`config.mk`:
```
export PLATFORM = sky130hd
export DESIGN_NAME = rv_retire_flat
export DESIGN_NICKNAME = d
export VERILOG_FILES = /design/src/rv_pkg.sv /design/src/rv_ifaces.sv /design/src/rv_retire.sv /design/src/flat_wrapper.sv
export SDC_FILE = /design/constraint.sdc
export NUM_CORES = 1
export LEC_CHECK = 0
export ABC_AREA = 1
export BUFFER_PORTS_ARGS = -buffer_cell sky130_fd_sc_hd__buf_4
export CAP_MARGIN = 20
export CORE_AREA = 2 2 233 235
export DETAILED_ROUTE_END_ITERATION = 10
export DIE_AREA = 0 0 235 237
export SETUP_SLACK_MARGIN = 0.15
export SLEW_MARGIN = 25
export SYNTH_ARGS = -nofsm -noshare
export SYNTH_HDL_FRONTEND = slang
export SYNTH_SLANG_ARGS = --single-unit
export TNS_END_PERCENT = 50
```
`constraint.sdc`:
```
create_clock -name vclk -period 0.8
set_clock_uncertainty 0.1 [all_clocks]
set_input_delay 0.04 -clock vclk [all_inputs]
set_output_delay 0.04 -clock vclk [all_outputs]
set_load 0.1 [all_outputs]
```
`src/rv_pkg.sv`:
```
package rv_pkg;

	//****************************************
	// basic word types
	//****************************************

	// data and address word
	typedef logic [63:0] xlen_t;
	// raw instruction word
	typedef logic [31:0] inst_t;
	// general register index
	typedef logic [4:0] reg_idx_t;
	// csr address field
	typedef logic [11:0] csr_addr_t;
	// major opcode field
	typedef logic [6:0] opcode_t;

	// major opcodes of the supported subset
	localparam opcode_t opc_lui    = 7'b0110111;
	localparam opcode_t opc_auipc  = 7'b0010111;
	localparam opcode_t opc_jal    = 7'b1101111;
	localparam opcode_t opc_jalr   = 7'b1100111;
	localparam opcode_t opc_branch = 7'b1100011;
	localparam opcode_t opc_op_imm = 7'b0010011;
	localparam opcode_t opc_op     = 7'b0110011;
	localparam opcode_t opc_system = 7'b1110011;

	//****************************************
	// micro-op
	//****************************************

	typedef enum logic [4:0] {
		op_lui, op_auipc,
		op_addi, op_andi, op_ori, op_xori,
		op_add, op_sub, op_and, op_or, op_xor,
		op_beq, op_bne, op_blt, op_bge,
		op_jal, op_jalr,
		op_csrrw, op_csrrs,
		op_ecall, op_mret,
		op_illegal
	} op_e;

	// executing unit
	typedef enum logic {
		unit_alu,
		unit_csr
	} unit_e;

	typedef struct packed {
		op_e       op;
		unit_e     unit;
		reg_idx_t  rd;
		reg_idx_t  rs1;
		reg_idx_t  rs2;
		logic      wen;   // writes rd
		xlen_t     imm;   // already sign extended
		csr_addr_t csr;
	} uop_t;

	//****************************************
	// machine csr space
	//****************************************

	localparam csr_addr_t csr_mstatus = 12'h300;
	localparam csr_addr_t csr_mtvec   = 12'h305;
	localparam csr_addr_t csr_mepc    = 12'h341;
	localparam csr_addr_t csr_mcause  = 12'h342;

	// trap causes
	localparam xlen_t cause_illegal = 64'd2;
	localparam xlen_t cause_ecall_m = 64'd11;

	// sxl and uxl at 64 bit, mpp at machine
	localparam xlen_t mstatus_reset = 64'h0000_000a_0000_1800;

endpackage

```
`src/rv_ifaces.sv`:
```


// one unit's outcome for the current instruction
interface result_if;
	import rv_pkg::*;

	logic     valid;
	logic     wen;
	reg_idx_t rd;
	xlen_t    data;
	// control transfer request
	logic     redirect;
	xlen_t    target;

	modport producer (output valid, wen, rd, data, redirect, target);
	modport consumer (input  valid, wen, rd, data, redirect, target);
endinterface

```
`src/rv_retire.sv`:
```
`timescale 1ns/1ps

module rv_retire (
	result_if.consumer       alu_res,
	result_if.consumer       csr_res,
	input  rv_pkg::xlen_t    ex_pc,
	output logic             rf_wen,
	output rv_pkg::reg_idx_t rf_rd,
	output rv_pkg::xlen_t    rf_wdata,
	output logic             redirect,
	output rv_pkg::xlen_t    redirect_pc,
	output logic             retire_valid,
	output rv_pkg::xlen_t    retire_pc,
	output logic             retire_wen,
	output rv_pkg::reg_idx_t retire_rd,
	output rv_pkg::xlen_t    retire_data
);
	import rv_pkg::*;

	logic sel_alu;

	// at most one unit owns the instruction
	assign sel_alu = alu_res.valid;

	// register write, x0 never reported as written
	assign rf_rd    = sel_alu ? alu_res.rd : csr_res.rd;
	assign rf_wdata = sel_alu ? alu_res.data : csr_res.data;
	assign rf_wen   = (sel_alu ? alu_res.wen : csr_res.wen) && rf_rd != '0;

	// redirect strobe to fetch
	assign redirect    = alu_res.redirect || csr_res.redirect;
	assign redirect_pc = alu_res.redirect ? alu_res.target : csr_res.target;

	// retire report for the checker
	assign retire_valid = alu_res.valid || csr_res.valid;
	assign retire_pc    = ex_pc;
	assign retire_wen   = rf_wen;
	assign retire_rd    = rf_rd;
	assign retire_data  = rf_wdata;

	// decode routes each instruction to exactly one unit
	one_owner: assert final (!(alu_res.valid === 1'b1 && csr_res.valid === 1'b1));

endmodule

```
`src/flat_wrapper.sv`:
```
// flat-port wrapper written by rule: the top's interface ports become plain ports
module rv_retire_flat import rv_pkg::*;
  (ex_pc, rf_wen, rf_rd, rf_wdata, redirect, redirect_pc, retire_valid, retire_pc, retire_wen, retire_rd, retire_data, alu_res_valid, alu_res_wen, alu_res_rd, alu_res_data, alu_res_redirect, alu_res_target, csr_res_valid, csr_res_wen, csr_res_rd, csr_res_data, csr_res_redirect, csr_res_target);
  result_if alu_res_i ();
  result_if csr_res_i ();
  input  rv_pkg::xlen_t ex_pc;
  output logic rf_wen;
  output rv_pkg::reg_idx_t rf_rd;
  output rv_pkg::xlen_t rf_wdata;
  output logic redirect;
  output rv_pkg::xlen_t redirect_pc;
  output logic retire_valid;
  output rv_pkg::xlen_t retire_pc;
  output logic retire_wen;
  output rv_pkg::reg_idx_t retire_rd;
  output rv_pkg::xlen_t retire_data;
  input wire logic [$bits(alu_res_i.valid)-1:0] alu_res_valid;
  input wire logic [$bits(alu_res_i.wen)-1:0] alu_res_wen;
  input wire logic [$bits(alu_res_i.rd)-1:0] alu_res_rd;
  input wire logic [$bits(alu_res_i.data)-1:0] alu_res_data;
  input wire logic [$bits(alu_res_i.redirect)-1:0] alu_res_redirect;
  input wire logic [$bits(alu_res_i.target)-1:0] alu_res_target;
  input wire logic [$bits(csr_res_i.valid)-1:0] csr_res_valid;
  input wire logic [$bits(csr_res_i.wen)-1:0] csr_res_wen;
  input wire logic [$bits(csr_res_i.rd)-1:0] csr_res_rd;
  input wire logic [$bits(csr_res_i.data)-1:0] csr_res_data;
  input wire logic [$bits(csr_res_i.redirect)-1:0] csr_res_redirect;
  input wire logic [$bits(csr_res_i.target)-1:0] csr_res_target;
  assign alu_res_i.valid = alu_res_valid;
  assign alu_res_i.wen = alu_res_wen;
  assign alu_res_i.rd = alu_res_rd;
  assign alu_res_i.data = alu_res_data;
  assign alu_res_i.redirect = alu_res_redirect;
  assign alu_res_i.target = alu_res_target;
  assign csr_res_i.valid = csr_res_valid;
  assign csr_res_i.wen = csr_res_wen;
  assign csr_res_i.rd = csr_res_rd;
  assign csr_res_i.data = csr_res_data;
  assign csr_res_i.redirect = csr_res_redirect;
  assign csr_res_i.target = csr_res_target;
  rv_retire u_core (.alu_res(alu_res_i), .csr_res(csr_res_i), .ex_pc(ex_pc), .rf_wen(rf_wen), .rf_rd(rf_rd), .rf_wdata(rf_wdata), .redirect(redirect), .redirect_pc(redirect_pc), .retire_valid(retire_valid), .retire_pc(retire_pc), .retire_wen(retire_wen), .retire_rd(retire_rd), .retire_data(retire_data));
endmodule
```
After elaboration in Yosys (flattened, before gate mapping):

Cells that the tools add are included.

* mux-type cells: 4
* reductions and logical operators: 4

Operators with widths (count)
* 2-to-1 mux 64 bit: 2
* 2-to-1 mux 5 bit: 1
* nonzero test 5 bit: 1
* logical OR 1 bit: 2
* logical AND 1 bit: 1
* 2-to-1 mux 1 bit: 1

* flip-flop bits (word level): 0

Longest topological paths before layout:

* depth after elaboration: 3
* gate-level depth with buffers: 7
* depth with buffers taken out: 6

Worst setup path before layout:

No wires, ideal clock.

* path type: in2out
* start point: input port alu_res_valid
* end point: output port rf_wen
* path slack: -1.526 ns
* arrival time: 2.186 ns
* stages: 5
* buffers on the path: 3
* cell sequence: buf_6 -> buf_6 -> mux2i_1 -> nor2_1 -> buf_4

* longest elaborated chain between the ends: 3
* elaborated cells between the ends (all ways): 4
* classes of those cells: mux (2); reduce/logical (2)

Ends and longest elaborated chain
* from (decl): RTL line flat_wrapper.sv:17 `input wire logic [$bits(alu_res_i.valid)-1:0] alu_res_valid;`
* 2-to-1 mux 5 bit: RTL line rv_retire.sv:26 `assign rf_rd = sel_alu ? alu_res.rd : csr_res.rd;`
* nonzero test 5 bit: RTL line rv_retire.sv:28 `assign rf_wen = (sel_alu ? alu_res.wen : csr_res.wen) && rf_rd != '0;`
* logical AND 1 bit *: RTL line rv_retire.sv:28
* to (decl): RTL line flat_wrapper.sv:7 `output logic rf_wen;`

Mark *: on every way between the ends. The rest lies on a longest branch, timed or not.

Final worst setup path:

* start point: input port alu_res_valid
* end point: output port retire_wen

* longest elaborated chain between the ends: 3
* elaborated cells between the ends (all ways): 4
* classes of those cells: mux (2); reduce/logical (2)

Ends and longest elaborated chain
* 2-to-1 mux 5 bit: RTL line rv_retire.sv:26
* nonzero test 5 bit: RTL line rv_retire.sv:28
* logical AND 1 bit *: RTL line rv_retire.sv:28
* to (decl): RTL line flat_wrapper.sv:14 `output logic retire_wen;`

Marked as above.

==> results.md <==
- Worst VDD drop: 0.744 mV
- Clkbuf count: 0
- Area delta synth->final: 342%
- Max Cap Violations: 0
- Most frequent cells in the layout: buf_4 (280), buf_12 (200), nand2_1 (122)
- GP Congestion: 0.916
- Worst Setup Path Type: primary input to primary output
- CP top delay family: buffers and inverters
- Gr ovfl total: 0
- Setup TNS: -43.75 ns
- Worst-Margin Slew: 0.196 ns
- Failing checks: negative hold slack, negative setup slack
- Leakage: 5.76 nW
- Slew Limit Fails: 0
- Syn Area/Cell: 4.82 um2
- PwrDens: 1160 nW/um2
- Initial DRC count: 224
- Num sequential: 0
- Setup crit end kind: primary output
- Area after DPL: 7930 um2
- Hold slack: -0.0200 ns
- Final WL: 27.8 mm
- Share of cells above drive strength 1: 86.6%
- RSZ-0062 raised after global routing: yes
- Status: finished, violations left
- # DRC: 0
- Worst path max stage delay: 0.19 ns
- Initial antenna violation count: 0
- Chip height: 237 um
- Post-synthesis cell count: 581
- Synthesis Warnings: 0
- Distinct cells, synth: 13
- DP HPWL: 19.4 mm
- IO Pins: 606
- CORE AREA: 53300 um2
- Syn nets: 917
- Worst Path Max Fanout: 7
- Worst hold path class: primary input to primary output
- Register area: 0 um2
- Chip Width: 235 um
- Nets@finish: 1311
- N_diodes: 0
- Seq/Total Area, Yosys: 0%
- Commonest non-fill, non-tap cell in the layout: buf_4
- Worst Setup Start Kind: primary input
- Routed len/inst: 16.6 um
- Fin crit period: 1.16 ns
- Post-route cell area: 12400 um2
- Final WS setup: -0.358 ns
- Vias in the first global route: 5331
- Setup Viol. Count Final: 206
- Synth Cell Area: 2800 um2
- Fmax: 864 MHz
- Pre-CTS setup slack: -0.503 ns
- 1st-pass router iterations: 5
- CP required: 0.66 ns
- Full die area: 55700 um2
- Final Hold Viols: 64
- Tot GR Track Use: 8.43%
- Tcrit/Tclk final: 145%
- Via density: 3.10
- Buf/Inv on CP: 3
- CP max-delay cell: nor2_4
- Worst relative slew slack: 86.7%
- Final ANT Viol Nets: 0
- Port Buf Inserts: 478
- Finished Layout Cells: 1669
- Crit path arrival time: 1.02 ns
- Placed cells: 1626
- Cell Chain, Critical Path: buf_16, buf_16, o21ai_4, nand2_2, nor2_4, nor2_4, buf_12
- Largest net degree at the start of global routing: 41
- Site row count: 85
- Vias: 5181
- First-pass GRT wire length: 35.9 mm
- Initial Utilization: 5.26%
path summary, 6_finish.rpt:
| check | from | to | slack [ns] | cells after the start |
|---|---|---|---|---|
| setup / recovery | alu_res_valid | retire_wen | -0.36 | 7 |
| hold / removal | ex_pc[15] | retire_pc[15] | -0.02 | 0 |
cell families after synthesis:
logic type	after synthesis	synth area share [%]
buf+inv	177	45.3
compound gates	2	0.357
simple gates	401	54.0
mux	1	0.357
routing by layer:
metal,vias to the layer above,GRT usage (%),routed length (um)
met4,4,1.71,620
li1,2386,-,-
met1,2463,10.0,9960
met5,-,2.16,172
met3,52,3.29,2860
met2,276,14.1,14200
synthesized netlist by cell type:
cell / n / area, um2
buf_2: 10 / 50.1
nand2_1: 396 / 1490
nor2_1: 2 / 7.51
nand3_1: 1 / 5.00
or2_1: 1 / 6.26
inv_2: 1 / 3.75
buf_4: 146 / 1100
o21ai_1: 1 / 5.00
o21ai_0: 1 / 5.00
buf_6: 6 / 67.6
inv_1: 14 / 52.6
or2_2: 1 / 6.26
mux2i_1: 1 / 10.0
layout make-up:
type / count / area (um2)
Fill cell: 5509 / 40900
Inverter: 15 / 128
Multi-Input combinational cell: 404 / 3960
Tap cell: 696 / 871
Timing Repair Buffer: 554 / 7430
per-stage QoR:
stage	power [mW]	utilization, %
floorplan	10.5	-
global placement	10.6	14.9
detailed placement	10.7	14.9
CTS	13.4	20.7
global route	14.7	23.3
finish	14.4	23.3
power by group:
part | switching [mW] | internal, mW
sequential | 0 | 0
clock | 0 | 0
combinational | 9.06 | 5.36
total | 9.06 | 5.36
what timing repair did:
| action | in CTS | in global routing |
|---|---|---|
| setup endpoints to repair | 206 | 206 |
| cloned | 9 | 12 |
| setup buffers | 11 | 11 |
| endpoints found under the hold margin | 64 | 64 |
| pin swaps | 56 | 28 |
| gates resized for setup | 643 | 233 |
(Power assumes the default switching activity.)
