===== config.mk =====
export PLATFORM = sky130hd
export DESIGN_NAME = rv_csr_unit_flat
export DESIGN_NICKNAME = d
export VERILOG_FILES = /design/src/rv_pkg.sv /design/src/rv_ifaces.sv /design/src/rv_csr_unit.sv /design/src/flat_wrapper.sv
export SDC_FILE = /design/constraint.sdc
export NUM_CORES = 1
export LEC_CHECK = 0
export ABC_AREA = 1
export BUFFER_PORTS_ARGS = -buffer_cell sky130_fd_sc_hd__buf_2
export CAP_MARGIN = 20
export CORE_UTILIZATION = 30
export CTS_CLUSTER_DIAMETER = 30
export DETAILED_ROUTE_END_ITERATION = 16
export GPL_ROUTABILITY_DRIVEN = 0
export GPL_TIMING_DRIVEN = 0
export SLEW_MARGIN = 5
export SYNTH_ARGS = -nofsm -noshare
export SYNTH_HDL_FRONTEND = slang
export SYNTH_SLANG_ARGS = --single-unit

===== constraint.sdc =====
create_clock -name clk -period 3.06 [get_ports clk]
set_input_delay 0.306 -clock clk [delete_from_list [all_inputs] [get_ports clk]]
set_output_delay 0.306 -clock clk [all_outputs]
set_load 0.05 [all_outputs]

===== src/rv_pkg.sv =====
package rv_pkg;

	//****************************************
	// basic word types
	//****************************************

	// data and address word
	typedef logic [63:0] xlen_t;
	// raw instruction word
	typedef logic [31:0] inst_t;
	// general register index
	typedef logic [4:0] reg_idx_t;
	// csr address field
	typedef logic [11:0] csr_addr_t;
	// major opcode field
	typedef logic [6:0] opcode_t;

	// major opcodes of the supported subset
	localparam opcode_t opc_lui    = 7'b0110111;
	localparam opcode_t opc_auipc  = 7'b0010111;
	localparam opcode_t opc_jal    = 7'b1101111;
	localparam opcode_t opc_jalr   = 7'b1100111;
	localparam opcode_t opc_branch = 7'b1100011;
	localparam opcode_t opc_op_imm = 7'b0010011;
	localparam opcode_t opc_op     = 7'b0110011;
	localparam opcode_t opc_system = 7'b1110011;

	//****************************************
	// micro-op
	//****************************************

	typedef enum logic [4:0] {
		op_lui, op_auipc,
		op_addi, op_andi, op_ori, op_xori,
		op_add, op_sub, op_and, op_or, op_xor,
		op_beq, op_bne, op_blt, op_bge,
		op_jal, op_jalr,
		op_csrrw, op_csrrs,
		op_ecall, op_mret,
		op_illegal
	} op_e;

	// executing unit
	typedef enum logic {
		unit_alu,
		unit_csr
	} unit_e;

	typedef struct packed {
		op_e       op;
		unit_e     unit;
		reg_idx_t  rd;
		reg_idx_t  rs1;
		reg_idx_t  rs2;
		logic      wen;   // writes rd
		xlen_t     imm;   // already sign extended
		csr_addr_t csr;
	} uop_t;

	//****************************************
	// machine csr space
	//****************************************

	localparam csr_addr_t csr_mstatus = 12'h300;
	localparam csr_addr_t csr_mtvec   = 12'h305;
	localparam csr_addr_t csr_mepc    = 12'h341;
	localparam csr_addr_t csr_mcause  = 12'h342;

	// trap causes
	localparam xlen_t cause_illegal = 64'd2;
	localparam xlen_t cause_ecall_m = 64'd11;

	// sxl and uxl at 64 bit, mpp at machine
	localparam xlen_t mstatus_reset = 64'h0000_000a_0000_1800;

endpackage


===== src/rv_ifaces.sv =====
`timescale 1ns/1ps

// decoded instruction plus operands, decode to both units
interface issue_if;
	import rv_pkg::*;

	logic  valid;
	xlen_t pc;
	uop_t  uop;
	xlen_t rs1_val;
	xlen_t rs2_val;

	modport issuer (output valid, pc, uop, rs1_val, rs2_val);
	modport unit   (input  valid, pc, uop, rs1_val, rs2_val);
endinterface

// one unit's outcome for the current instruction
interface result_if;
	import rv_pkg::*;

	logic     valid;
	logic     wen;
	reg_idx_t rd;
	xlen_t    data;
	// control transfer request
	logic     redirect;
	xlen_t    target;

	modport producer (output valid, wen, rd, data, redirect, target);
	modport consumer (input  valid, wen, rd, data, redirect, target);
endinterface


===== src/rv_csr_unit.sv =====
`timescale 1ns/1ps

module rv_csr_unit (
	input  logic       clk,
	input  logic       rst_n,
	issue_if.unit      issue,
	result_if.producer res
);
	import rv_pkg::*;

	// mstatus interrupt enable bits
	localparam int mie_bit  = 3;
	localparam int mpie_bit = 7;

	xlen_t     mstatus_q, mtvec_q, mepc_q, mcause_q;
	logic      active, is_rw, is_trap, is_mret;
	csr_addr_t addr;
	xlen_t     old_val, new_val, cause, target;

	assign active  = issue.valid && issue.uop.unit == unit_csr;
	assign addr    = issue.uop.csr;
	assign is_rw   = active && (issue.uop.op == op_csrrw || issue.uop.op == op_csrrs);
	assign is_trap = active && (issue.uop.op == op_ecall || issue.uop.op == op_illegal);
	assign is_mret = active && issue.uop.op == op_mret;
	assign cause   = (issue.uop.op == op_ecall) ? cause_ecall_m : cause_illegal;

	// csr read, unknown addresses give zero
	always_comb begin
		case (addr)
			csr_mstatus: old_val = mstatus_q;
			csr_mtvec:   old_val = mtvec_q;
			csr_mepc:    old_val = mepc_q;
			csr_mcause:  old_val = mcause_q;
			default:     old_val = '0;
		endcase
	end

	// csrrw replaces, csrrs sets bits
	assign new_val = (issue.uop.op == op_csrrw) ? issue.rs1_val : old_val | issue.rs1_val;

	//****************************************
	// csr state
	//****************************************

	always_ff @(posedge clk) begin
		if (!rst_n) begin
			mstatus_q <= mstatus_reset;
			mtvec_q   <= '0;
			mepc_q    <= '0;
			mcause_q  <= '0;
		end else if (is_trap) begin
			mepc_q              <= issue.pc;
			mcause_q            <= cause;
			mstatus_q[mpie_bit] <= mstatus_q[mie_bit];
			mstatus_q[mie_bit]  <= 1'b0;
		end else if (is_mret) begin
			mstatus_q[mie_bit]  <= mstatus_q[mpie_bit];
			mstatus_q[mpie_bit] <= 1'b1;
		end else if (is_rw) begin
			case (addr)
				csr_mstatus: mstatus_q <= new_val;
				csr_mtvec:   mtvec_q   <= new_val;
				csr_mepc:    mepc_q    <= new_val;
				csr_mcause:  mcause_q  <= new_val;
				default: ;
			endcase
		end
	end

	// trap vector is direct mode only
	assign target = is_mret ? {mepc_q[63:2], 2'b00} : {mtvec_q[63:2], 2'b00};

	assign res.valid    = active;
	assign res.wen      = is_rw && issue.uop.wen;
	assign res.rd       = issue.uop.rd;
	assign res.data     = old_val;
	assign res.redirect = is_trap || is_mret;
	assign res.target   = target;

	// mtvec or mepc already word aligned when it feeds a redirect
	target_aligned: assert property (@(posedge clk) disable iff (!rst_n)
		(is_trap || is_mret) |-> (is_mret ? mepc_q[1:0] : mtvec_q[1:0]) == 2'b00);

endmodule


===== src/flat_wrapper.sv =====
// flat-port wrapper written by rule: the top's interface ports become plain ports
module rv_csr_unit_flat import rv_pkg::*;
  (clk, rst_n, issue_valid, issue_pc, issue_uop, issue_rs1_val, issue_rs2_val, res_valid, res_wen, res_rd, res_data, res_redirect, res_target);
  issue_if issue_i ();
  result_if res_i ();
  input  logic clk;
  input  logic rst_n;
  input wire logic [$bits(issue_i.valid)-1:0] issue_valid;
  input wire logic [$bits(issue_i.pc)-1:0] issue_pc;
  input wire logic [$bits(issue_i.uop)-1:0] issue_uop;
  input wire logic [$bits(issue_i.rs1_val)-1:0] issue_rs1_val;
  input wire logic [$bits(issue_i.rs2_val)-1:0] issue_rs2_val;
  output wire logic [$bits(res_i.valid)-1:0] res_valid;
  output wire logic [$bits(res_i.wen)-1:0] res_wen;
  output wire logic [$bits(res_i.rd)-1:0] res_rd;
  output wire logic [$bits(res_i.data)-1:0] res_data;
  output wire logic [$bits(res_i.redirect)-1:0] res_redirect;
  output wire logic [$bits(res_i.target)-1:0] res_target;
  assign issue_i.valid = issue_valid;
  assign issue_i.pc = issue_pc;
  assign issue_i.uop = issue_uop;
  assign issue_i.rs1_val = issue_rs1_val;
  assign issue_i.rs2_val = issue_rs2_val;
  assign res_valid = res_i.valid;
  assign res_wen = res_i.wen;
  assign res_rd = res_i.rd;
  assign res_data = res_i.data;
  assign res_redirect = res_i.redirect;
  assign res_target = res_i.target;
  rv_csr_unit u_core (.clk(clk), .rst_n(rst_n), .issue(issue_i), .res(res_i));
endmodule

After elaboration in Yosys (flattened, before gate mapping):

Index checks and enable logic that the tools add are counted.

* flip-flop bits (word level): 256
* input port bits: 293
* word-level logic and storage cells: 59

* equal/unequal tests: 10
* reductions and logical operators: 22
* muxes and demuxes: 17
* bitwise gates (word level): 4

Operator list (count)
* $mux 64: 10
* $pmux 64 s4: 1
* $or 64x64->64: 1
* $eq 12x10->1 const B: 4
* $eq 5x5->1 const B: 5
* $mux 8: 2
* $reduce_bool 2->1: 5
* $reduce_and 4->1: 2
* $reduce_and 3->1: 2
* $reduce_bool 3->1: 2
* $logic_and 1x1->1: 5
* $mux 4: 1
* $reduce_and 2->1: 2
* $logic_or 1x1->1: 3
* $mux 1: 3
* $not 1->1: 3
* $ne 2x1->1 const B: 1
* $reduce_or 2->1: 1

Logic depth before layout (Yosys ltp):

* depth after elaboration: 8
* depth in mapped cells: 13

Worst setup path after synthesis:

Ideal clock, no wire load.

* path type: input port to output port
* start point: input issue_uop[94]
* end point: output res_target[2]
* stages: 6
* arrival time: 2389 ps
* path buffers: 2
* setup slack: 365 ps
* cells stage by stage: or2_1 > nor2_1 > nand4_1 > buf_2 > clkbuf_1 > o21ai_0

* cells in the longest elaborated chain, start to end: 3

RTL lines
* from (decl): RTL line flat_wrapper.sv:10 `input wire logic [$bits(issue_i.uop)-1:0] issue_uop;`
* $eq 5x5->1: RTL line rv_csr_unit.sv:24 `assign is_mret = active && issue.uop.op == op_mret;`
* $logic_and 1x1->1: RTL line rv_csr_unit.sv:24
* $mux 64: RTL line rv_csr_unit.sv:71 `assign target = is_mret ? {mepc_q[63:2], 2'b00} : {mtvec_q[63:2], 2'b00};`
* to (decl): RTL line flat_wrapper.sv:18 `output wire logic [$bits(res_i.target)-1:0] res_target;`

Every way passes these cells.

Worst setup path in the final report:

* start point: input issue_uop[94]
* end point: output res_target[33]

Same word-level chain as after synthesis.

==> impl_metrics.toml <==
[status]
outcome = "finished clean"

[pwr]
vdd_drop_max_mv = 0.428
p_seq_frac = 0.291
combPwrFrac = 0.041
p_per_area_mw_per_mm2 = 600
p_switching_mw = 2.59
swShare = 0.223
p_clk_frac = 0.668
leakage_nw = 9.70
internal-power_mw = 9.01
power_mw = 11.6

[critical_path]
cp-start-kind = "primary input"
cp_slowest_cell = "o21ai_0"
crit_type = "primary input to primary output"
cp-end-kind = "primary output"
slowest_delay_ns = 0.54
crit_path_max_fanout = 10
cp_top_family = "buffers and inverters"
crit_arrival_ns = 2.41
crit_buf_inv = 5
crit_required_ns = 2.75
cp_cell_sequence = "buf_2, or2_1, nor2_1, nand4_1, buf_4, buf_4, clkbuf_1, o21ai_0, buf_2"

[timing]
min_period_over_period = 0.887
rsz0062_at_grt = "no"
finalWorstSetupSlack_ns = 0.347
hold_viol = 0
timing.fmax_ghz = 0.369
drv_slew = 0
finalSetupViolations = 0
tightest_slew_ns = 1.00
relSlewSlack = 0.331
fin_crit_ns = 2.71
skew_ns = 0.0241

[layout]
drive_gt1_frac = 0.203
final_cell_area_mm2 = 0.0193
antenna_cells = 0
syn_to_final_growth_pct = 32.1
final_common_cell = "nand2_1"
fillers = 5124
fin_util = 0.403
nets = 3003
most-common-layout-cells = "nand2_1, nand3_1, buf_2"

[global_route]
use_met2 = 0.400
grt_use_met3 = 0.0547
first_global_vias = 16934
gr-total-overflow = 0
grt_pass1_wl_um = 95900
grt_max_degree = 11
grtUsageTotal = 0.252
antenna_found_initial = 1
grtUsageMet1 = 0.320
top_usage_layer = "met2"

[cts]
hold_buffers = 0
clk_pin_slew_ns = 0.04
numCtsBuffers = 70
clockBufferDepth = 3
clock_sink_count = 256
cts-root-buf = "clkbuf_16"
cts_tree = "built"
h-tree-depth = 3
clock_latency_ns = 0.57

[synth]
synth_edf_count = 0
synth.avg_cell_area_um2 = 6.23
yosys_warnings = 0
ys_ff_latch = 256
postSynthCellCount = 2351
syn-cell-area_mm2 = 0.0146
ys.flop_type = "dfxtp_1"
async_flop_share = 0
synth_seq_area_share = 0.350
synth.distinct_cells = 29

[worst_hold_path]
hold_path.class = "primary input to flip-flop"

[die]
start_util = 0.305
die_area_mm2 = 0.0497
core_area_mm2 = 0.0479
die_w_um = 223
dieHeight_um = 223
row_count = 80
io-pin-count = 429

[route]
drc = 0
dr.pass1.iters = 5
drt_wl_total_um = 63800
postRouteAntennaNets = 0
drtIter0Drc = 1657
routedWlPerCell_um = 18.9
vias = 17359
routed_via_density = 5.14

[run]
maxCapViolCount = 0

[place]
place_ws_ns = -0.453
portBuffers = 283
placed_cell_area_mm2 = 0.0168
post-dp-hpwl_um = 46200
## final timing paths
path | startpoint | endpoint | slack [ns] | depth (start not counted)
setup / recovery | issue_uop[94] | res_target[33] | 0.35 | 9
hold / removal | rst_n | u_core.mepc_q[1]$_SDFFE_PN0P_ | 0.04 | 3
hold reg to reg | u_core.mcause_q[34]$_SDFFE_PN0P_ | u_core.mcause_q[34]$_SDFFE_PN0P_ | 0.46 | 2
setup reg to reg | u_core.mtvec_q[17]$_SDFFE_PN0P_ | u_core.mcause_q[17]$_SDFFE_PN0P_ | 1.88 | 6
## synth_stat cells (33+ instances only)
cell      instances  area [um^2]
o21ai_0          83          415
nand3_1         388         1940
inv_2            33          124
nand2_1         394         1480
nor2_1          125          469
buf_2            62          310
o21ai_1         229         1150
inv_1           336         1260
nand4_1          65          407
dfxtp_1         256         5120
clkbuf_1         62          233
a21oi_1         197          986
## worst register-to-register path: stages, from the launching register on
cell	delay (ns)
dfxtp_1	0.37
nand3_1	0.11
nand2_1	0.10
o21ai_1	0.06
nand2_1	0.20
nand3_1	0.09
a21oi_1	0.17
## state kept, by name (all words and copies together) (netlist names)
register,count
u_core.mcause_q,64
u_core.mepc_q,64
u_core.mstatus_q,64
u_core.mtvec_q,64
## cells by family (layout without fill, tap and decap cells)
family	Yosys count	in the layout	share of synthesized area
flops	256	256	0.350
compound gates	514	514	0.177
simple gates	1003	1003	0.308
other cells	1	2	0.000256
buf+inv	577	987	0.165
## cell type report
cell class | instances | area (um^2) | share of cell area
Sequential cell | 256 | 5120 | 0.265
Multi-Input combinational cell | 1519 | 7110 | 0.367
Buffer | 181 | 922 | 0.0477
Inverter | 396 | 1490 | 0.0769
Clock buffer | 90 | 1970 | 0.102
Clock inverter | 34 | 512 | 0.0265
Timing Repair Buffer | 286 | 1450 | 0.0748
Tap cell | 615 | 769 | 0.0398
## per-stage QoR
stage          std cells  hold slack (ns)  TNS [ns]
2_1_floorplan       2352            0.441         0
3_3_place_gp        3250            0.452     -6.22
3_5_place_dp        3250            0.456     -6.93
4_1_cts             3376           0.0250         0
5_1_grt             3377           0.0446         0
6_report            3377           0.0445         0
## power groups by stage
stage	sequential (mW)	combinational, mW	clock, mW
final	3.37	0.476	7.75
after global routing	3.37	0.512	8.00
after CTS	3.37	0.471	7.80
after detailed placement	3.43	0.469	0
after global placement	3.43	0.466	0
after floorplan	3.43	0.235	0
## timing repair
item	in CTS	in global routing
setup buffers	2	0
resized for setup	0	0
endpoints found under the setup margin	46	0
## routing by layer
metal | share of wire | wire (um)
met5 | 0.00019 | 12
met4 | 0.044 | 2810
met3 | 0.081 | 5200
met2 | 0.45 | 28700
met1 | 0.42 | 27100
Note: power is estimated with default switching activity, not from simulation.
