File: src/rv_pkg.sv
package rv_pkg;

	//****************************************
	// basic word types
	//****************************************

	// data and address word
	typedef logic [63:0] xlen_t;
	// raw instruction word
	typedef logic [31:0] inst_t;
	// general register index
	typedef logic [4:0] reg_idx_t;
	// csr address field
	typedef logic [11:0] csr_addr_t;
	// major opcode field
	typedef logic [6:0] opcode_t;

	// major opcodes of the supported subset
	localparam opcode_t opc_lui    = 7'b0110111;
	localparam opcode_t opc_auipc  = 7'b0010111;
	localparam opcode_t opc_jal    = 7'b1101111;
	localparam opcode_t opc_jalr   = 7'b1100111;
	localparam opcode_t opc_branch = 7'b1100011;
	localparam opcode_t opc_op_imm = 7'b0010011;
	localparam opcode_t opc_op     = 7'b0110011;
	localparam opcode_t opc_system = 7'b1110011;

	//****************************************
	// micro-op
	//****************************************

	typedef enum logic [4:0] {
		op_lui, op_auipc,
		op_addi, op_andi, op_ori, op_xori,
		op_add, op_sub, op_and, op_or, op_xor,
		op_beq, op_bne, op_blt, op_bge,
		op_jal, op_jalr,
		op_csrrw, op_csrrs,
		op_ecall, op_mret,
		op_illegal
	} op_e;

	// executing unit
	typedef enum logic {
		unit_alu,
		unit_csr
	} unit_e;

	typedef struct packed {
		op_e       op;
		unit_e     unit;
		reg_idx_t  rd;
		reg_idx_t  rs1;
		reg_idx_t  rs2;
		logic      wen;   // writes rd
		xlen_t     imm;   // already sign extended
		csr_addr_t csr;
	} uop_t;

	//****************************************
	// machine csr space
	//****************************************

	localparam csr_addr_t csr_mstatus = 12'h300;
	localparam csr_addr_t csr_mtvec   = 12'h305;
	localparam csr_addr_t csr_mepc    = 12'h341;
	localparam csr_addr_t csr_mcause  = 12'h342;

	// trap causes
	localparam xlen_t cause_illegal = 64'd2;
	localparam xlen_t cause_ecall_m = 64'd11;

	// sxl and uxl at 64 bit, mpp at machine
	localparam xlen_t mstatus_reset = 64'h0000_000a_0000_1800;

endpackage

File: src/rv_ifaces.sv
`timescale 1ns/1ps

// decoded instruction plus operands, decode to both units
interface issue_if;
	import rv_pkg::*;

	logic  valid;
	xlen_t pc;
	uop_t  uop;
	xlen_t rs1_val;
	xlen_t rs2_val;

	modport issuer (output valid, pc, uop, rs1_val, rs2_val);
	modport unit   (input  valid, pc, uop, rs1_val, rs2_val);
endinterface


File: src/rv_decode.sv
`timescale 1ns/1ps

module rv_decode (
	input  logic             ex_valid,
	input  rv_pkg::xlen_t    ex_pc,
	input  rv_pkg::inst_t    ex_inst,
	output rv_pkg::reg_idx_t rs1_idx,
	output rv_pkg::reg_idx_t rs2_idx,
	input  rv_pkg::xlen_t    rs1_data,
	input  rv_pkg::xlen_t    rs2_data,
	issue_if.issuer          issue
);
	import rv_pkg::*;

	// full encodings of the system ops
	localparam inst_t inst_ecall = 32'h0000_0073;
	localparam inst_t inst_mret  = 32'h3020_0073;

	opcode_t    opc;
	logic [2:0] funct3;
	logic [6:0] funct7;
	xlen_t      imm_i, imm_b, imm_u, imm_j;
	uop_t       uop;

	assign opc    = ex_inst[6:0];
	assign funct3 = ex_inst[14:12];
	assign funct7 = ex_inst[31:25];

	// immediates, store format not needed
	assign imm_i = {{52{ex_inst[31]}}, ex_inst[31:20]};
	assign imm_b = {{51{ex_inst[31]}}, ex_inst[31], ex_inst[7], ex_inst[30:25],
		ex_inst[11:8], 1'b0};
	assign imm_u = {{32{ex_inst[31]}}, ex_inst[31:12], 12'b0};
	assign imm_j = {{43{ex_inst[31]}}, ex_inst[31], ex_inst[19:12], ex_inst[20],
		ex_inst[30:21], 1'b0};

	always_comb begin
		uop     = '0;
		uop.op  = op_illegal;
		uop.rd  = ex_inst[11:7];
		uop.rs1 = ex_inst[19:15];
		uop.rs2 = ex_inst[24:20];
		uop.csr = ex_inst[31:20];
		case (opc)
			opc_lui: begin
				uop.op  = op_lui;
				uop.imm = imm_u;
			end
			opc_auipc: begin
				uop.op  = op_auipc;
				uop.imm = imm_u;
			end
			opc_jal: begin
				uop.op  = op_jal;
				uop.imm = imm_j;
			end
			opc_jalr: begin
				if (funct3 == 3'b000) uop.op = op_jalr;
				uop.imm = imm_i;
			end
			opc_branch: begin
				uop.imm = imm_b;
				case (funct3)
					3'b000: uop.op = op_beq;
					3'b001: uop.op = op_bne;
					3'b100: uop.op = op_blt;
					3'b101: uop.op = op_bge;
					default: ;
				endcase
			end
			opc_op_imm: begin
				uop.imm = imm_i;
				case (funct3)
					3'b000: uop.op = op_addi;
					3'b111: uop.op = op_andi;
					3'b110: uop.op = op_ori;
					3'b100: uop.op = op_xori;
					default: ;
				endcase
			end
			opc_op: begin
				if (funct7 == 7'b0000000) begin
					case (funct3)
						3'b000: uop.op = op_add;
						3'b111: uop.op = op_and;
						3'b110: uop.op = op_or;
						3'b100: uop.op = op_xor;
						default: ;
					endcase
				end else if (funct7 == 7'b0100000 && funct3 == 3'b000) begin
					uop.op = op_sub;
				end
			end
			opc_system: begin
				if (funct3 == 3'b001) uop.op = op_csrrw;
				else if (funct3 == 3'b010) uop.op = op_csrrs;
				else if (ex_inst == inst_ecall) uop.op = op_ecall;
				else if (ex_inst == inst_mret) uop.op = op_mret;
			end
			default: ;
		endcase

		// routing and rd write from the final op
		case (uop.op)
			op_beq, op_bne, op_blt, op_bge: uop.wen = 1'b0;
			op_ecall, op_mret, op_illegal: begin
				uop.wen  = 1'b0;
				uop.unit = unit_csr;
			end
			op_csrrw, op_csrrs: begin
				uop.wen  = 1'b1;
				uop.unit = unit_csr;
			end
			default: uop.wen = 1'b1;
		endcase
	end

	// register read, ports indexed straight from the encoding
	assign rs1_idx = uop.rs1;
	assign rs2_idx = uop.rs2;

	assign issue.valid   = ex_valid;
	assign issue.pc      = ex_pc;
	assign issue.uop     = uop;
	assign issue.rs1_val = rs1_data;
	assign issue.rs2_val = rs2_data;

endmodule

File: src/flat_wrapper.sv
// flat-port wrapper written by rule: the top's interface ports become plain ports
module rv_decode_flat import rv_pkg::*;
  (ex_valid, ex_pc, ex_inst, rs1_idx, rs2_idx, rs1_data, rs2_data, issue_valid, issue_pc, issue_uop, issue_rs1_val, issue_rs2_val);
  issue_if issue_i ();
  input  logic ex_valid;
  input  rv_pkg::xlen_t ex_pc;
  input  rv_pkg::inst_t ex_inst;
  output rv_pkg::reg_idx_t rs1_idx;
  output rv_pkg::reg_idx_t rs2_idx;
  input  rv_pkg::xlen_t rs1_data;
  input  rv_pkg::xlen_t rs2_data;
  output wire logic [$bits(issue_i.valid)-1:0] issue_valid;
  output wire logic [$bits(issue_i.pc)-1:0] issue_pc;
  output wire logic [$bits(issue_i.uop)-1:0] issue_uop;
  output wire logic [$bits(issue_i.rs1_val)-1:0] issue_rs1_val;
  output wire logic [$bits(issue_i.rs2_val)-1:0] issue_rs2_val;
  assign issue_valid = issue_i.valid;
  assign issue_pc = issue_i.pc;
  assign issue_uop = issue_i.uop;
  assign issue_rs1_val = issue_i.rs1_val;
  assign issue_rs2_val = issue_i.rs2_val;
  rv_decode u_core (.ex_valid(ex_valid), .ex_pc(ex_pc), .ex_inst(ex_inst), .rs1_idx(rs1_idx), .rs2_idx(rs2_idx), .rs1_data(rs1_data), .rs2_data(rs2_data), .issue(issue_i));
endmodule
File: config.mk
export PLATFORM = sky130hd
export DESIGN_NAME = rv_decode_flat
export DESIGN_NICKNAME = d
export VERILOG_FILES = /design/src/rv_pkg.sv /design/src/rv_ifaces.sv /design/src/rv_decode.sv /design/src/flat_wrapper.sv
export SDC_FILE = /design/constraint.sdc
export NUM_CORES = 1
export LEC_CHECK = 0
export ABC_AREA = 0
export ABC_CLOCK_PERIOD_IN_PS = 1690
export BUFFER_PORTS_ARGS = -buffer_cell sky130_fd_sc_hd__buf_4
export CORE_AREA = 4 4 201 203
export DETAILED_ROUTE_END_ITERATION = 16
export DIE_AREA = 0 0 205 207
export PLACE_DENSITY = 0.43
export SYNTH_ARGS = -nofsm -noshare
export SYNTH_HDL_FRONTEND = slang
export SYNTH_SLANG_ARGS = --single-unit
File: constraint.sdc
create_clock -name vclk -period 1.69
set_input_delay 0.169 -clock vclk [all_inputs]
set_output_delay 0.169 -clock vclk [all_outputs]
set_load 0.02 [all_outputs]
* Yosys cells after proc, flatten, opt, wreduce, memory -nomap -nowiden
Cells that the tools add are included.
W data, S select, Z words.
** Word-level totals
- Memory bits (read-only) :: 0
- Bits in latches :: 0
- Input port bits :: 225
- Flip-flop bits (word level) :: 0
- Output and inout port bits :: 301
- Word-level logic and storage cells :: 47
- Memory bits (writable) :: 0
- Memories kept :: 0
** Cells by class
- $lt $le $gt $ge :: 0
- Equal/unequal tests :: 26
- Shift operators :: 0
- Reductions and logical operators :: 7
- Div/mod/pow operators :: 0
- Multipliers :: 0
- Bitwise operators :: 0
- Add/subtract/negate cells :: 0
- Muxes and demuxes :: 14
** Operators by type and width (number)
- $pmux W64 S4 :: 1
- $pmux W5 S4 :: 3
- $pmux W5 S8 :: 1
- $eq A32 B30 Y1 const B :: 1
- $eq A32 B7 Y1 const B :: 1
- $eq A7 B7 Y1 const B :: 4
- $eq A5 B5 Y1 const B :: 5
- $mux W5 :: 5
- $eq A7 B6 Y1 const B :: 3
- $eq A5 B4 Y1 const B :: 4
- $eq A7 B5 Y1 const B :: 2
- $eq A3 B3 Y1 const B :: 4
- $logic_not A7 Y1 :: 1
- $reduce_or A7 Y1 :: 1
- $reduce_or A5 Y1 :: 1
- $reduce_or A2 Y1 :: 2
- $eq A3 B1 Y1 const B :: 1
- $eq A3 B2 Y1 const B :: 1
- $logic_not A3 Y1 :: 1
- $mux W1 :: 3
- $mux W3 :: 1
- $logic_and A1 B1 Y1 :: 1

* Depth between registers and ports, before layout
- Depth after elaboration :: 9
- Gate-level depth with buffers :: 7
- Gate-level depth less buffers :: 6

* Worst setup path before layout
OpenSTA, ideal clock, no wires.
- Kind :: input -> output
- Start :: input ex_inst[2]
- End :: output issue_uop[44]
- Required time :: 1.521 ns
- Cell stages on the path :: 6
- Path buffers :: 2
- Path slack :: -0.274 ns
- Arrival :: 1.795 ns
- Path through :: buf_6 -> inv_1 -> a211o_1 -> a21oi_2 -> and2_1 -> buf_4
** On the way
- Longest elaborated chain between the ends :: 3
- Elaborated cells between the ends (all ways) :: 9
- Classes of those cells :: 6 x eq/ne; 1 x mux; 2 x reduce/logical
** Ends and longest elaborated chain
- start: declaration :: line flat_wrapper.sv:7 : input rv_pkg::inst_t ex_inst;
- $eq A7 B7 Y1 (tied with other cells) :: line rv_decode.sv:44 : case (opc)
- $reduce_or A2 Y1 (no line)
- $pmux W64 S4 * :: line rv_decode.sv:44
- end: declaration :: line flat_wrapper.sv:14 : output wire logic [$bits(issue_i.uop)-1:0] issue_uop;
Every way passes the cells marked *; elsewhere a longest branch is shown, timed or not.

* Worst setup path in the final report
- Start :: input ex_inst[7]
- End :: output issue_uop[92]
** On the way
- Longest elaborated chain between the ends :: 9
- Elaborated cells between the ends (all ways) :: 14
- Classes of those cells :: 7 x eq/ne; 6 x mux; 1 x reduce/logical
** Ends and longest elaborated chain
- $eq A32 B30 Y1 :: line rv_decode.sv:98 : else if (ex_inst == inst_mret) uop.op = op_mret;
- $mux W1 :: line rv_decode.sv:98
- $mux W5 * :: line rv_decode.sv:97 : else if (ex_inst == inst_ecall) uop.op = op_ecall;
- $mux W5 * :: line rv_decode.sv:96 : else if (funct3 == 3'b010) uop.op = op_csrrs;
- $mux W5 * :: line rv_decode.sv:95 : if (funct3 == 3'b001) uop.op = op_csrrw;
- $pmux W5 S8 * :: line rv_decode.sv:44
- $eq A5 B5 Y1 :: line rv_decode.sv:104 : case (uop.op)
- $reduce_or A5 Y1 (no line) *
- $mux W1 * :: line rv_decode.sv:104
Marked as above.

==> results.json <==
{
  "crit_required_ps": 1520,
  "ant_nets": 0,
  "die_x_um": 205,
  "hold_buffers": 0,
  "cellLeakagePower_nw": 1.782,
  "ff_latch_area_sq_um": 0,
  "setup_ws_ps": -308.7,
  "syn_avg_cell_area_sq_um": 7.175,
  "seq_area_frac_synth_pct": 0,
  "io_pins": 526,
  "start_util_pct": 7.592,
  "max_slew.worst_pin.slew_ps": 357.5,
  "max_slew_margin_pct": 75.98,
  "die_area_sq_um": 42440,
  "antenna_found_initial": 0,
  "core-area_sq_um": 38470,
  "finalSetupViolCount": 52,
  "fin_crit_sh_pct": 118.3,
  "yosysWarnings": 0,
  "max_freq_mhz": 500.3,
  "syn-cell-area_sq_um": 2920,
  "track_usage_pct": 6.058,
  "path_cells": "buf_4, nor4_2, buf_4, nand4_1, o311ai_1, and3_1, inv_2, o31a_1, buf_6",
  "cp_max_fo": 3,
  "drv_slew": 0,
  "n_fill_cell": 4465,
  "syn_inst": 407,
  "synth_area_leader_cell": "buf_4",
  "n_clock_buffer": 0,
  "yosysTopAreaCellShare_pct": 67.61,
  "synthTopCellsByArea": "buf_4, a21o_1, and2_1",
  "violations": "negative setup slack",
  "drcViolationCount": 0,
  "min_period_ps": 1999,
  "cp.arrival_ps": 1830,
  "outcome": "finished, violations left",
  "portBuffers": 140,
  "hold_depth": 0,
  "peakVddDrop_mv": 0.04944,
  "cap_violations": 0,
  "critPathLaunchType": "primary input",
  "multiInputGateArea_sq_um": 1016,
  "grt_pass1_vias": 2349,
  "hp-class": "in2out",
  "seq_cell_count": 0,
  "cp_common_cell": "buf_4",
  "end_kind": "output pin",
  "die_h_um": 207,
  "tns_ps": -6803,
  "worstSetupPathType": "in2out",
  "total_power_mw": 0.6467,
  "grt_pass1_wl_um": 18680,
  "drt_wl_total_um": 14620,
  "ys_types": 49,
  "place_congestion": 0.8299,
  "drive_gt1_share_pct": 72.42,
  "dr.pass1.iters": 4,
  "drt_first_iter_violations": 96,
  "rows": 72,
  "routed_via_density": 2.657,
  "p_per_area_nw_per_um2": 163.1,
  "dp_hpwl_um": 11850,
  "syn-num-nets": 632,
  "crit_path_max_incr_delay_ps": 280,
  "grt_overflow": 0,
  "nets": 586,
  "hold_viol": 0,
  "crit_path_top_delay_cell": "nor4_2",
  "syn_to_final_growth_pct": 35.78,
  "num_vias": 2330,
  "diodes": 0,
  "wire_per_inst_um": 16.67,
  "rsz0062_at_grt": "true",
  "grt_start_max_net_pins": 15
}
-- Yosys cell counts (all sizes together) (2+ instances only) --
| cell type | count |
|---|---|
| nor2 | 7 |
| o2111a | 3 |
| o31ai | 2 |
| a21o | 19 |
| nand2b | 3 |
| nand2 | 11 |
| clkbuf | 3 |
| buf | 269 |
| a22o | 4 |
| o21ai | 12 |
| inv | 9 |
| and2 | 10 |
| o21a | 2 |
| or3 | 2 |
| a21oi | 8 |
| nand4 | 4 |
| nor3 | 6 |
| nand3 | 5 |
| a211o | 2 |
| nor4 | 5 |
-- placed cells by master (no fill, tap or decap), types with 4 or more instances in the layout --
cell type  Yosys  layout
buf_8          0      31
nand2_1       11       9
buf_4        263     134
inv_1          9       4
and2_1        10       7
o21ai_0        9       7
buf_12         0       6
inv_2          0       4
nand3_1        5       5
buf_6          1      48
a21oi_1        7       4
a22o_1         4       4
nand4_1        4       4
a21o_1        19      19
nor2_1         7       4
-- metal layers --
layer / wire length [um] / track usage, %
met1: 5270 / 6.926
met3: 2119 / 3.472
met4: 766 / 2.772
met2: 6462 / 9.125
met5: 0 / 0
-- critical path, delay by kind of cell --
kind	cells	cell delay, ps
AOI/OAI and AO/OA	2	510
buffers and inverters	4	480
and+or+nand+nor	3	660
-- where the power goes --
part	switching [mW]	internal (mW)	total (mW)
registers	0	0	0
clock network	0	0	0
logic	0.331	0.316	0.647
-- metrics by stage --
stage / cell area [sq um] / worst slack, ps / hold slack, ps / cells / utilization, %
floorplan: 2933 / -32.96 / 450.6 / 407 / -
finish: 3965 / -308.7 / 338.0 / 877 / 10.31
global placement: 3162 / -418.8 / 338.1 / 861 / 8.219
global route: 3965 / -422.8 / 338.0 / 877 / 10.31
detailed placement: 3162 / -489.3 / 338.1 / 861 / 8.219
CTS: 3651 / -294.8 / 338.1 / 872 / 9.491
-- logic make-up (layout without fill, tap and decap cells) --
logic type             Yosys count  after routing  share of synthesized area [%]
AO/OA/AOI/OAI                   63             63                          15.68
XOR/XNOR                         1              1                         0.3000
buffers and inverters          281            233                          70.39
AND/OR/NAND/NOR                 62             62                          13.62
-- worst paths after layout --
kind             to  slack (ps)       start
max   issue_uop[92]        -310  ex_inst[7]
min    issue_pc[20]         340   ex_pc[20]
-- repair_timing --
action | in CTS | in global routing
endpoints found under the setup margin | 67 | 63
gates resized for setup | 93 | 63
pin swaps | 14 | 12
buffers inserted | 8 | 8
cloned | 3 | 2
-- layout make-up --
type / count / area share [%]
tap: 518 / 16.35
inverter: 9 / 0.9151
timing repair buffer: 224 / 57.12
multi-input combinational: 126 / 25.62
Note: power is estimated with default switching activity, not from simulation.
